==> src/logic/converge_pkg.sv <==
package converge_pkg;

    ///////////////////////////////
    // Sizes
    ///////////////////////////////

    localparam int NUM_PORTS      = 7;
    localparam int PORT_BITS      = 3;
    localparam int SRC_PORT_BITS  = 4;
    localparam int FIFO_ADDR_BITS = 4;
    localparam int FIFO_DEPTH     = 1 << FIFO_ADDR_BITS;
    localparam int PAYLOAD_BITS   = 26;

    // Highest port index, where the poll and scan pointers wrap
    localparam logic [PORT_BITS-1:0] LAST_PORT = PORT_BITS'(NUM_PORTS - 1);

    ///////////////////////////////
    // Packet format
    ///////////////////////////////

    typedef enum logic [1:0] {
        KIND_DATA,
        KIND_FREESPACE,
        KIND_CTRL
    } pkt_kind_e;

    // Valid sits in the top bit
    typedef struct packed {
        logic                     valid;
        pkt_kind_e                kind;
        logic [SRC_PORT_BITS-1:0] src_port;
        logic [PAYLOAD_BITS-1:0]  payload;
    } packet_t;

    ///////////////////////////////
    // Stage to stage
    ///////////////////////////////

    typedef enum logic [2:0] {
        OP_IDLE,
        OP_PASS_FIFO,
        OP_PASS_PORT,
        OP_CAPTURE_FIFO,
        OP_CAPTURE_PORT,
        OP_HOLD,
        OP_RELEASE
    } stream_op_e;

    typedef struct packed {
        logic    en;
        packet_t data;
    } fifo_wr_t;

    typedef struct packed {
        stream_op_e           op;
        logic [PORT_BITS-1:0] port;
    } stream_cmd_t;

endpackage

==> src/logic/update_decode.sv <==
`timescale 1ns/100ps

module update_decode (
    input  logic                                    clk,
    input  logic                                    reset,
    input  logic [converge_pkg::NUM_PORTS-1:0]      freespace_update_i,
    input  converge_pkg::packet_t                   in_packets_i [converge_pkg::NUM_PORTS],
    output converge_pkg::fifo_wr_t                  fifo_wr_o
);

    // Strobe levels of the previous cycle
    logic [converge_pkg::NUM_PORTS-1:0] strobe_q;
    logic [converge_pkg::NUM_PORTS-1:0] rise;

    // One pending update per input port
    converge_pkg::packet_t slots [converge_pkg::NUM_PORTS];

    logic [converge_pkg::PORT_BITS-1:0] scan_ptr;
    logic [converge_pkg::NUM_PORTS-1:0] slot_clear;
    logic                               scan_hit;

    // A held strobe only counts on its first cycle
    assign rise = freespace_update_i & ~strobe_q;

    ///////////////////////////////
    // Scan
    ///////////////////////////////

    always_comb begin
        scan_hit = slots[scan_ptr].valid;
        slot_clear = '0;
        slot_clear[scan_ptr] = scan_hit;
        fifo_wr_o.en = scan_hit;
        if (scan_hit) begin
            fifo_wr_o.data = slots[scan_ptr];
        end else begin
            fifo_wr_o.data = '0;
        end
    end

    always_ff @(posedge clk) begin
        if (reset) begin
            strobe_q <= '0;
            scan_ptr <= '0;
        end else begin
            strobe_q <= freespace_update_i;
            if (scan_ptr == converge_pkg::LAST_PORT) begin
                scan_ptr <= '0;
            end else begin
                scan_ptr <= scan_ptr + 1'b1;
            end
        end
    end

    ///////////////////////////////
    // Slots
    ///////////////////////////////

    // New edge wins over the scan clear, so a full slot is overwritten
    always_ff @(posedge clk) begin
        if (reset) begin
            for (int i = 0; i < converge_pkg::NUM_PORTS; i++) begin
                slots[i] <= '0;
            end
        end else begin
            for (int i = 0; i < converge_pkg::NUM_PORTS; i++) begin
                if (rise[i]) begin
                    // Packet with valid low leaves the slot empty
                    slots[i] <= in_packets_i[i];
                end else if (slot_clear[i]) begin
                    slots[i] <= '0;
                end
            end
        end
    end

endmodule

==> src/logic/update_fifo.sv <==
`timescale 1ns/100ps

module update_fifo (
    input  logic                   clk,
    input  logic                   reset,
    input  converge_pkg::fifo_wr_t wr_i,
    input  logic                   pop_i,
    output logic                   empty_o,
    output converge_pkg::packet_t  rd_data_o
);

    converge_pkg::packet_t mem [converge_pkg::FIFO_DEPTH];

    logic [converge_pkg::FIFO_ADDR_BITS-1:0] wr_ptr;
    logic [converge_pkg::FIFO_ADDR_BITS-1:0] rd_ptr;
    logic [converge_pkg::FIFO_ADDR_BITS:0]   count;
    logic                                    do_pop;

    assign empty_o = (count == '0);

    // Pop on empty is ignored
    assign do_pop = pop_i && !empty_o;

    always_ff @(posedge clk) begin
        if (wr_i.en) begin
            mem[wr_ptr] <= wr_i.data;
        end
    end

    // Head shows up on rd_data_o the cycle after the pop
    always_ff @(posedge clk) begin
        if (do_pop) begin
            rd_data_o <= mem[rd_ptr];
        end
    end

    always_ff @(posedge clk) begin
        if (reset) begin
            wr_ptr <= '0;
            rd_ptr <= '0;
            count <= '0;
        end else begin
            if (wr_i.en) begin
                wr_ptr <= wr_ptr + 1'b1;
            end
            if (do_pop) begin
                rd_ptr <= rd_ptr + 1'b1;
            end
            case ({wr_i.en, do_pop})
                2'b10: count <= count + 1'b1;
                2'b01: count <= count - 1'b1;
                default: count <= count;
            endcase
        end
    end

endmodule

==> src/logic/converge_execute.sv <==
`timescale 1ns/100ps

module converge_execute (
    input  logic                               clk,
    input  logic                               reset,
    input  logic                               resend_i,
    input  logic                               fifo_empty_i,
    output logic                               pop_o,
    output logic [converge_pkg::NUM_PORTS-1:0] outport_sel_o,
    output converge_pkg::stream_cmd_t          cmd_o
);

    logic                               resend_q;
    logic                               stall;
    logic                               poll;
    logic [converge_pkg::PORT_BITS-1:0] poll_ptr;
    logic [converge_pkg::NUM_PORTS-1:0] sel_one;
    // Source of the most recent pop or poll
    logic                               last_fifo;
    converge_pkg::stream_op_e           next_op;

    ///////////////////////////////
    // Pause, pop or poll
    ///////////////////////////////

    // No select and no pop while in reset
    assign stall = reset || resend_i || resend_q;
    assign pop_o = !stall && !fifo_empty_i;
    assign poll = !stall && fifo_empty_i;

    always_comb begin
        sel_one = '0;
        sel_one[poll_ptr] = 1'b1;
        outport_sel_o = poll ? sel_one : '0;
    end

    // Resend phase takes precedence over the source choice
    always_comb begin
        if (resend_i && !resend_q) begin
            next_op = last_fifo ? converge_pkg::OP_CAPTURE_FIFO : converge_pkg::OP_CAPTURE_PORT;
        end else if (resend_i) begin
            next_op = converge_pkg::OP_HOLD;
        end else if (resend_q) begin
            next_op = converge_pkg::OP_RELEASE;
        end else if (pop_o) begin
            next_op = converge_pkg::OP_PASS_FIFO;
        end else begin
            next_op = converge_pkg::OP_PASS_PORT;
        end
    end

    ///////////////////////////////
    // State
    ///////////////////////////////

    always_ff @(posedge clk) begin
        if (reset) begin
            resend_q <= 1'b0;
            poll_ptr <= '0;
            last_fifo <= 1'b0;
            cmd_o.op <= converge_pkg::OP_IDLE;
            cmd_o.port <= '0;
        end else begin
            resend_q <= resend_i;
            cmd_o.op <= next_op;
            if (pop_o) begin
                last_fifo <= 1'b1;
            end
            if (poll) begin
                last_fifo <= 1'b0;
                // Port field keeps the last polled index while paused
                cmd_o.port <= poll_ptr;
                if (poll_ptr == converge_pkg::LAST_PORT) begin
                    poll_ptr <= '0;
                end else begin
                    poll_ptr <= poll_ptr + 1'b1;
                end
            end
        end
    end

endmodule

==> src/logic/stream_result.sv <==
`timescale 1ns/100ps

module stream_result (
    input  logic                      clk,
    input  logic                      reset,
    input  converge_pkg::stream_cmd_t cmd_i,
    input  converge_pkg::packet_t     fifo_data_i,
    input  converge_pkg::packet_t     out_packets_i [converge_pkg::NUM_PORTS],
    output converge_pkg::packet_t     stream_o
);

    converge_pkg::packet_t src_pkt;
    // Word kept while downstream asks for a resend
    converge_pkg::packet_t hold_buf;
    logic                  use_fifo;

    ///////////////////////////////
    // Source select
    ///////////////////////////////

    always_comb begin
        use_fifo = (cmd_i.op == converge_pkg::OP_PASS_FIFO)
                || (cmd_i.op == converge_pkg::OP_CAPTURE_FIFO);
        if (use_fifo) begin
            src_pkt = fifo_data_i;
        end else begin
            src_pkt = out_packets_i[cmd_i.port];
        end
    end

    ///////////////////////////////
    // Stream and hold buffer
    ///////////////////////////////

    always_ff @(posedge clk) begin
        if (reset) begin
            stream_o <= '0;
            hold_buf <= '0;
        end else begin
            case (cmd_i.op)
                converge_pkg::OP_PASS_FIFO,
                converge_pkg::OP_PASS_PORT: begin
                    stream_o <= src_pkt;
                end
                converge_pkg::OP_CAPTURE_FIFO,
                converge_pkg::OP_CAPTURE_PORT: begin
                    // Stream stays frozen on capture
                    hold_buf <= src_pkt;
                end
                converge_pkg::OP_RELEASE: begin
                    stream_o <= hold_buf;
                    hold_buf <= '0;
                end
                default: begin
                    // Idle and hold leave both registers alone
                end
            endcase
        end
    end

endmodule

==> src/logic/converge_ctrl.sv <==
`timescale 1ns/100ps

module converge_ctrl (
    input  logic                               clk,
    input  logic                               reset,
    input  logic [converge_pkg::NUM_PORTS-1:0] freespace_update_i,
    input  converge_pkg::packet_t              in_packets_i [converge_pkg::NUM_PORTS],
    input  converge_pkg::packet_t              out_packets_i [converge_pkg::NUM_PORTS],
    input  logic                               resend_i,
    output logic [converge_pkg::NUM_PORTS-1:0] outport_sel_o,
    output converge_pkg::packet_t              stream_o
);

    converge_pkg::fifo_wr_t    fifo_wr;
    logic                      fifo_empty;
    logic                      fifo_pop;
    converge_pkg::packet_t     fifo_rd_data;
    converge_pkg::stream_cmd_t stream_cmd;

    ///////////////////////////////
    // Decode
    ///////////////////////////////

    update_decode u_decode (
        .clk                (clk),
        .reset              (reset),
        .freespace_update_i (freespace_update_i),
        .in_packets_i       (in_packets_i),
        .fifo_wr_o          (fifo_wr)
    );

    update_fifo u_fifo (
        .clk       (clk),
        .reset     (reset),
        .wr_i      (fifo_wr),
        .pop_i     (fifo_pop),
        .empty_o   (fifo_empty),
        .rd_data_o (fifo_rd_data)
    );

    ///////////////////////////////
    // Execute
    ///////////////////////////////

    converge_execute u_execute (
        .clk           (clk),
        .reset         (reset),
        .resend_i      (resend_i),
        .fifo_empty_i  (fifo_empty),
        .pop_o         (fifo_pop),
        .outport_sel_o (outport_sel_o),
        .cmd_o         (stream_cmd)
    );

    ///////////////////////////////
    // Result
    ///////////////////////////////

    stream_result u_result (
        .clk           (clk),
        .reset         (reset),
        .cmd_i         (stream_cmd),
        .fifo_data_i   (fifo_rd_data),
        .out_packets_i (out_packets_i),
        .stream_o      (stream_o)
    );

endmodule

==> config.mk <==
export PLATFORM = sky130hd
export DESIGN_NAME = converge_ctrl
export DESIGN_NICKNAME = d
export VERILOG_FILES = /design/src/logic/converge_pkg.sv /design/src/logic/update_decode.sv /design/src/logic/update_fifo.sv /design/src/logic/converge_execute.sv /design/src/logic/stream_result.sv /design/src/logic/converge_ctrl.sv
export SDC_FILE = /design/constraint.sdc
export NUM_CORES = 1
export LEC_CHECK = 0
export BUFFER_PORTS_ARGS = -buffer_cell sky130_fd_sc_hd__clkbuf_2
export CAP_MARGIN = 30
export CORE_AREA = 10 10 409 252
export DETAILED_ROUTE_END_ITERATION = 8
export DIE_AREA = 0 0 419 262
export GPL_TIMING_DRIVEN = 0
export REMOVE_ABC_BUFFERS = 1
export SLEW_MARGIN = 10
export SYNTH_ARGS = -nofsm -noshare
export SYNTH_HDL_FRONTEND = slang
export SYNTH_SLANG_ARGS = --single-unit
==> constraint.sdc <==
create_clock -name clk -period 5.38 [get_ports clk]
set_input_delay 1.076 -clock clk [delete_from_list [all_inputs] [get_ports clk]]
set_output_delay 1.076 -clock clk [all_outputs]
set_load 0.02 [all_outputs]
## Yosys cells after proc, flatten, opt, wreduce, memory -nomap -nowiden

Memories as Yosys holds them, arrays and structs flattened. A register that Yosys moved wholly into a read port is not among the register bits.
Index checks and enable logic that the tools add are counted.
W data, S select, Z words.

| storage, ports and cells | value |
|---|---|
| flip-flop bits (word level) | 100 |
| bits in writable memories | 759 |
| input bits | 472 |
| output and inout port bits | 40 |
| word-level logic and storage cells | 165 |
| memories kept | 2 |

Memories:

| name | depth | width | rd ports | clocked after Yosys merged registers in | write ports | RTL line | text |
|---|---|---|---|---|---|---|---|
| u_fifo.mem | 16 | 33 | 1 | 1 | 1 | update_fifo.sv:12 | `converge_pkg::packet_t mem [converge_pkg::FIFO_DEPTH];` |
| u_decode.slots | 7 | 33 | 1 | 1 | 7 | update_decode.sv:16 | `converge_pkg::packet_t slots [converge_pkg::NUM_PORTS];` |

| operators by class | value |
|---|---|
| add/subtract/negate cells | 6 |
| order comparisons | 5 |
| equal/unequal tests | 9 |
| multiplexer cells | 87 |
| bitwise gates (word level) | 18 |
| reductions and logical operators | 20 |

Operators by type and width:

| cell | count |
|---|---|
| $mux W33 | 18 |
| $pmux W33 S2 | 2 |
| $bmux W33 S3 | 1 |
| $mux W1 | 55 |
| $mux W3 | 6 |
| $and A7 B7 Y7 | 2 |
| $or A1 B1 Y1 | 14 |
| $eq A3 B3 Y1 const B | 4 |
| $pmux W5 S2 | 1 |
| $add A4 B1 Y4 const B | 2 |
| $lt A3 B4 Y1 const B | 2 |
| $reduce_or A2 Y1 | 4 |
| $mux W7 | 1 |
| $not A7 Y7 | 1 |
| $add A3 B1 Y3 const B | 2 |
| $demux W1 S3 | 2 |
| $eq A3 B2 Y1 const B | 2 |
| $ge A3 B1 Y1 const B | 2 |
| $logic_and A1 B1 Y1 | 6 |
| $reduce_bool A2 Y1 | 3 |
| $add A5 B1 Y5 const B | 1 |
| $logic_not A5 Y1 | 1 |
| $sub A5 B1 Y5 const B | 1 |
| $ge A4 B4 Y1 const B | 1 |
| 7 further kinds | 11 |

## Depth between registers and ports, before layout

| depth | value |
|---|---|
| depth after elaboration | 10 |
| mapped depth | 13 |
| depth with buffers taken out | 10 |

## Cells and area by module

Synthesis repeated with hierarchy kept, for this count alone.

| second synthesis, totals | value |
|---|---|
| cells, all modules | 2,533 |
| area total of the unflattened synthesis | 38,847.3 um^2 |

By module, submodules not included:

| module | times used | cells an instance | area each (um^2) |
|---|---|---|---|
| update_fifo | 1 | 945 | 21,575.7 |
| update_decode | 1 | 804 | 11,096.9 |
| stream_result | 1 | 725 | 5,667.9 |
| converge_execute | 1 | 59 | 506.7 |

## Worst setup path before layout

OpenSTA, ideal clock, no wires.

| path | value |
|---|---|
| kind | input to register |
| start point | input reset |
| end point | register u_fifo.count[4] (netlist bit) |
| library setup time | 0.121 ns |
| arrival | 4.067 ns |
| data required time | 5.259 ns |
| slack | 1.192 ns |
| stages | 12 |
| buffers on the path | 2 |
| path through | buf_2 nor3_1 o21ai_1 inv_1 ha_1 clkbuf_1 xor2_1 ha_1 a21oi_1 a32oi_1 a31oi_1 mux2_2 |

| between the ends | value |
|---|---|
| word-level cells in the longest chain between the ends | 7 |
| elaborated cells between the ends (all ways) | 9 |

Ends and longest elaborated chain:

| item | RTL line | text |
|---|---|---|
| start: declaration | converge_ctrl.sv:5 | `input logic reset,` |
| $logic_or A1 B1 Y1 (*) (2 in series) | converge_execute.sv:27 | `assign stall = reset \|\| resend_i \|\| resend_q;` |
| $logic_not A1 Y1 (*) | converge_execute.sv:28 | `assign pop_o = !stall && !fifo_empty_i;` |
| $logic_and A1 B1 Y1 (*) | converge_execute.sv:28 |  |
| $logic_and A1 B1 Y1 (*) | update_fifo.sv:22 | `assign do_pop = pop_i && !empty_o;` |
| net u_fifo.do_pop | update_fifo.sv:17 | `logic do_pop;` |
| $eq A2 B1 Y1 or $eq A2 B2 Y1 (tied branches) | update_fifo.sv:49 | `case ({wr_i.en, do_pop})` |
| $pmux W5 S2 or $reduce_bool A2 Y1 (tied branches) | n/a |  |
| end signal: assignment | update_fifo.sv:50 | `2'b10: count <= count + 1'b1;` |
| end signal: assignment | update_fifo.sv:51 | `2'b01: count <= count - 1'b1;` |
| end signal: assignment | update_fifo.sv:52 | `default: count <= count;` |
| end: declaration | update_fifo.sv:16 | `logic [converge_pkg::FIFO_ADDR_BITS:0] count;` |

The timed path passes the listed nets; every way through them passes the cells marked *.
A chain may end at the register's enable or synchronous reset.

## Worst setup path in the final report

| path | value |
|---|---|
| start point | input reset |
| end point | output outport_sel_o[3] (netlist bit) |

| between the ends | value |
|---|---|
| word-level cells in the longest chain between the ends | 5 |

Ends and longest elaborated chain:

| item | RTL line | text |
|---|---|---|
| $logic_or A1 B1 Y1 (2 in series) | converge_execute.sv:27 |  |
| $logic_not A1 Y1 | converge_execute.sv:29 | `assign poll = !stall && fifo_empty_i;` |
| $logic_and A1 B1 Y1 | converge_execute.sv:29 |  |
| $mux W7 | converge_execute.sv:34 | `outport_sel_o = poll ? sel_one : '0;` |
| end: declaration | converge_ctrl.sv:10 | `output logic [converge_pkg::NUM_PORTS-1:0] outport_sel_o,` |

No other way between the ends.

==> results.yml <==
status:
  status: "finished, final reports clean"
synth:
  synth_enable_flop_cells: 792
  muxShareOfSynthArea: 0.144
  ys_seq_area_frac: 0.680
  async_flop_share: 0
  synthCells: 2263
  yosysTopAreaCellShare: 0.627
  synth_warnings: 0
  synth_xor_xnor_area_share: 0.00162
  ys_ff_latch: 892
  avgSynthCellArea_um2: 16.8
  yosysTopAreaCell: "edfxtp_1"
  synth-simple-area-share: 0.0791
  synth_cell_type_count: 61
  ys.flop_type: "edfxtp_1"
  synth_area_leaders: "edfxtp_1, mux4_2, dfxtp_1, and2_1, mux2i_1"
  synth_compound_area_frac: 0.0703
  synth_area_um2: 37900
  synthAdderAreaFrac: 0.00330
  synth_top_family_by_area: "multiplexers"
setup_path:
  worstPathRequired_ns: 4.30
  critical_path.cell_chain: "clkbuf_8, buf_16, nor3_1, nand4_1, or3b_1, inv_1, clkbuf_2"
  reg2reg_setup_slack_ns: 1.30
  cp-end-kind: "primary output"
  worstSetupStartpoint: "reset"
  critical_path.max_fanout: 93
  rr_endpoint: "u_fifo.count[4]"
  crit_path_end: "outport_sel_o[3]"
  crit_family: "simple AND/OR/NAND/NOR gates"
  rr_worst_depth: 11
  critPathSlowestCell: "nor3_1"
  cp.depth: 7
  arrival_ns: 3.16
  cp_slowest_stage_delay_ns: 0.46
  critical_path_class: "input pin to primary output"
  cp-start-kind: "input pin"
  path_buf_inv: 4
  r2r_start: "u_decode.scan_ptr[1]"
detailed_routing:
  ant_nets: 0
  first_pass_iters: 7
  wl_per_cell_um: 24.9
  drc: 0
  viasPerCell: 5.52
  drtIter0Drc: 1948
  vias: 22600
  wl_um: 102000
clocking:
  ctsHoldBuffers: 0
  cts_root_buf: "clkbuf_16"
  clock_sinks: 892
  post_cts_resized: 0
  cts-htree-levels: 3
  postCtsSetupBuffers: 0
  insertion_delay_ns: 0.66
  path_clk_slew_ns: 0.06
  clockBufferDepth: 3
  numCtsBuffers: 86
  cts_tree: "done"
power_and_ir_drop:
  power_mw: 15.9
  peakVddDrop_mv: 0.284
  p_leak_nw: 16.2
  cellPowerDensity_nw_per_um2: 348
timing:
  maxSlewViolCount: 0
  post-route-period-util: 0.788
  finalSetupViolations: 0
  final-hold-violation-count: 0
  worst_pin_slew_ns: 0.956
  grt_setup_unrepaired: "no"
  max_freq_ghz: 0.236
  slew_headroom: 0.360
  finClkSkew_ns: 0.0228
  timing.hold.ws_ns: 0.528
  period_needed_ns: 4.24
global_routing:
  gr-total-overflow: 0
  grt_first_pass_wirelength_um: 150000
  grt_max_degree: 94
  track_usage: 0.180
  antenna_found_initial: 0
  grt_pass1_vias: 23900
finish:
  layout_common_cells: "edfxtp_1, clkbuf_2, and2_1"
  final_common_cell: "edfxtp_1"
  layout-drive-gt1-share: 0.361
  fin_nets: 3257
  postLayoutCellArea_um2: 45700
  areaGrowthSynthToFinish_pct: 20.3
placement:
  dpl-instance-area_um2: 42900
  place_congestion: 0.794
  io_buffer_count: 511
  place_hpwl_um: 67000
worst_hold_path:
  hold_class: "flop to flop"
job:
  cap_violations: 0
die:
  fp.dieH_um: 262
  die_area_um2: 110000
  row_count: 88
  fp.dieW_um: 419
  core_um2: 95500
  ios: 512
  initial_utilization: 0.397
## Yosys cell counts, types with 33 or more instances
library cell	n
buf_2	45
o22ai_1	36
mux2i_1	77
clkbuf_1	106
and2_1	206
and4b_1	34
edfxtp_1	792
nand2_1	46
nor2_1	97
o221a_2	33
a21oi_1	106
dfxtp_1	100
nor3b_1	33
mux4_2	200
a2bb2oi_1	33
o2bb2ai_1	59
## registers in the layout, indices dropped and copies added (netlist names)
signal               count
u_decode.scan_ptr        3
u_decode.slots         231
u_decode.strobe_q        7
u_execute.cmd_o          6
u_execute.last_fifo      1
u_execute.poll_ptr       3
u_execute.resend_q       1
u_fifo.count             5
u_fifo.mem             528
u_fifo.rd_data_o        33
u_fifo.rd_ptr            4
u_fifo.wr_ptr            4
u_result.hold_buf       33
u_result.stream_o       33
## logic make-up (layout without fill, tap and decap cells)
group / count (synthesis) / in the layout
compound gates: 364 / 364
xor+xnor: 7 / 7
fa+ha+maj: 10 / 10
buf+inv: 188 / 769
flops: 892 / 892
mux: 295 / 295
other cells: 0 / 1
simple gates: 507 / 507
## worst min path at each step
stage	from	to	slack, ns	cells after the start
2_1_floorplan	u_execute.last_fifo	u_execute.last_fifo	0.47	2
3_3_place_gp	u_execute.last_fifo	u_execute.last_fifo	0.49	2
3_5_place_dp	u_result.stream_o[26]	u_result.stream_o[26]	0.51	1
6_report	u_result.stream_o[24]	u_result.stream_o[24]	0.53	1
5_1_grt	u_result.stream_o[3]	u_result.stream_o[3]	0.54	1
4_1_cts	u_fifo.wr_ptr[1]	u_fifo.wr_ptr[1]	0.53	2
## cell type report
type | instances | area [um2]
diodes | 1 | 2.50
clock buffers | 111 | 2310
clock inverters | 46 | 337
fillers | 7986 | 49800
inverters | 12 | 45.0
multi-input cells | 1183 | 11500
flip-flops and latches | 892 | 25800
well taps | 1260 | 1580
repair buffers | 600 | 4070
## through the flow
stage | util | setup TNS [ns] | worst slack, ns | instances
3_5_place_dp | 0.450 | 0 | 0.431 | 3939
6_report | 0.478 | 0 | 1.14 | 4105
2_1_floorplan | - | -53.51 | -1.53 | 2087
5_1_grt | 0.478 | 0 | 0.865 | 4104
3_3_place_gp | 0.433 | -3081.35 | -4.53 | 3858
4_1_cts | 0.478 | 0 | 1.08 | 4096
## where the power goes
group          total [mW]  internal [mW]  switching (mW)
Combinational        1.95          0.868            1.08
Sequential           8.14           7.97           0.173
Clock                5.80           3.23            2.56
## metal layers
metal  global-route usage  share of wire  vias to the layer above
met2                0.323           0.53                      591
met3               0.0253          0.042                      141
li1                     -              -                    10100
met5                    0              0                        -
met1                0.232           0.40                    11800
met4               0.0411          0.018                        0
(Power assumes the default switching activity.)
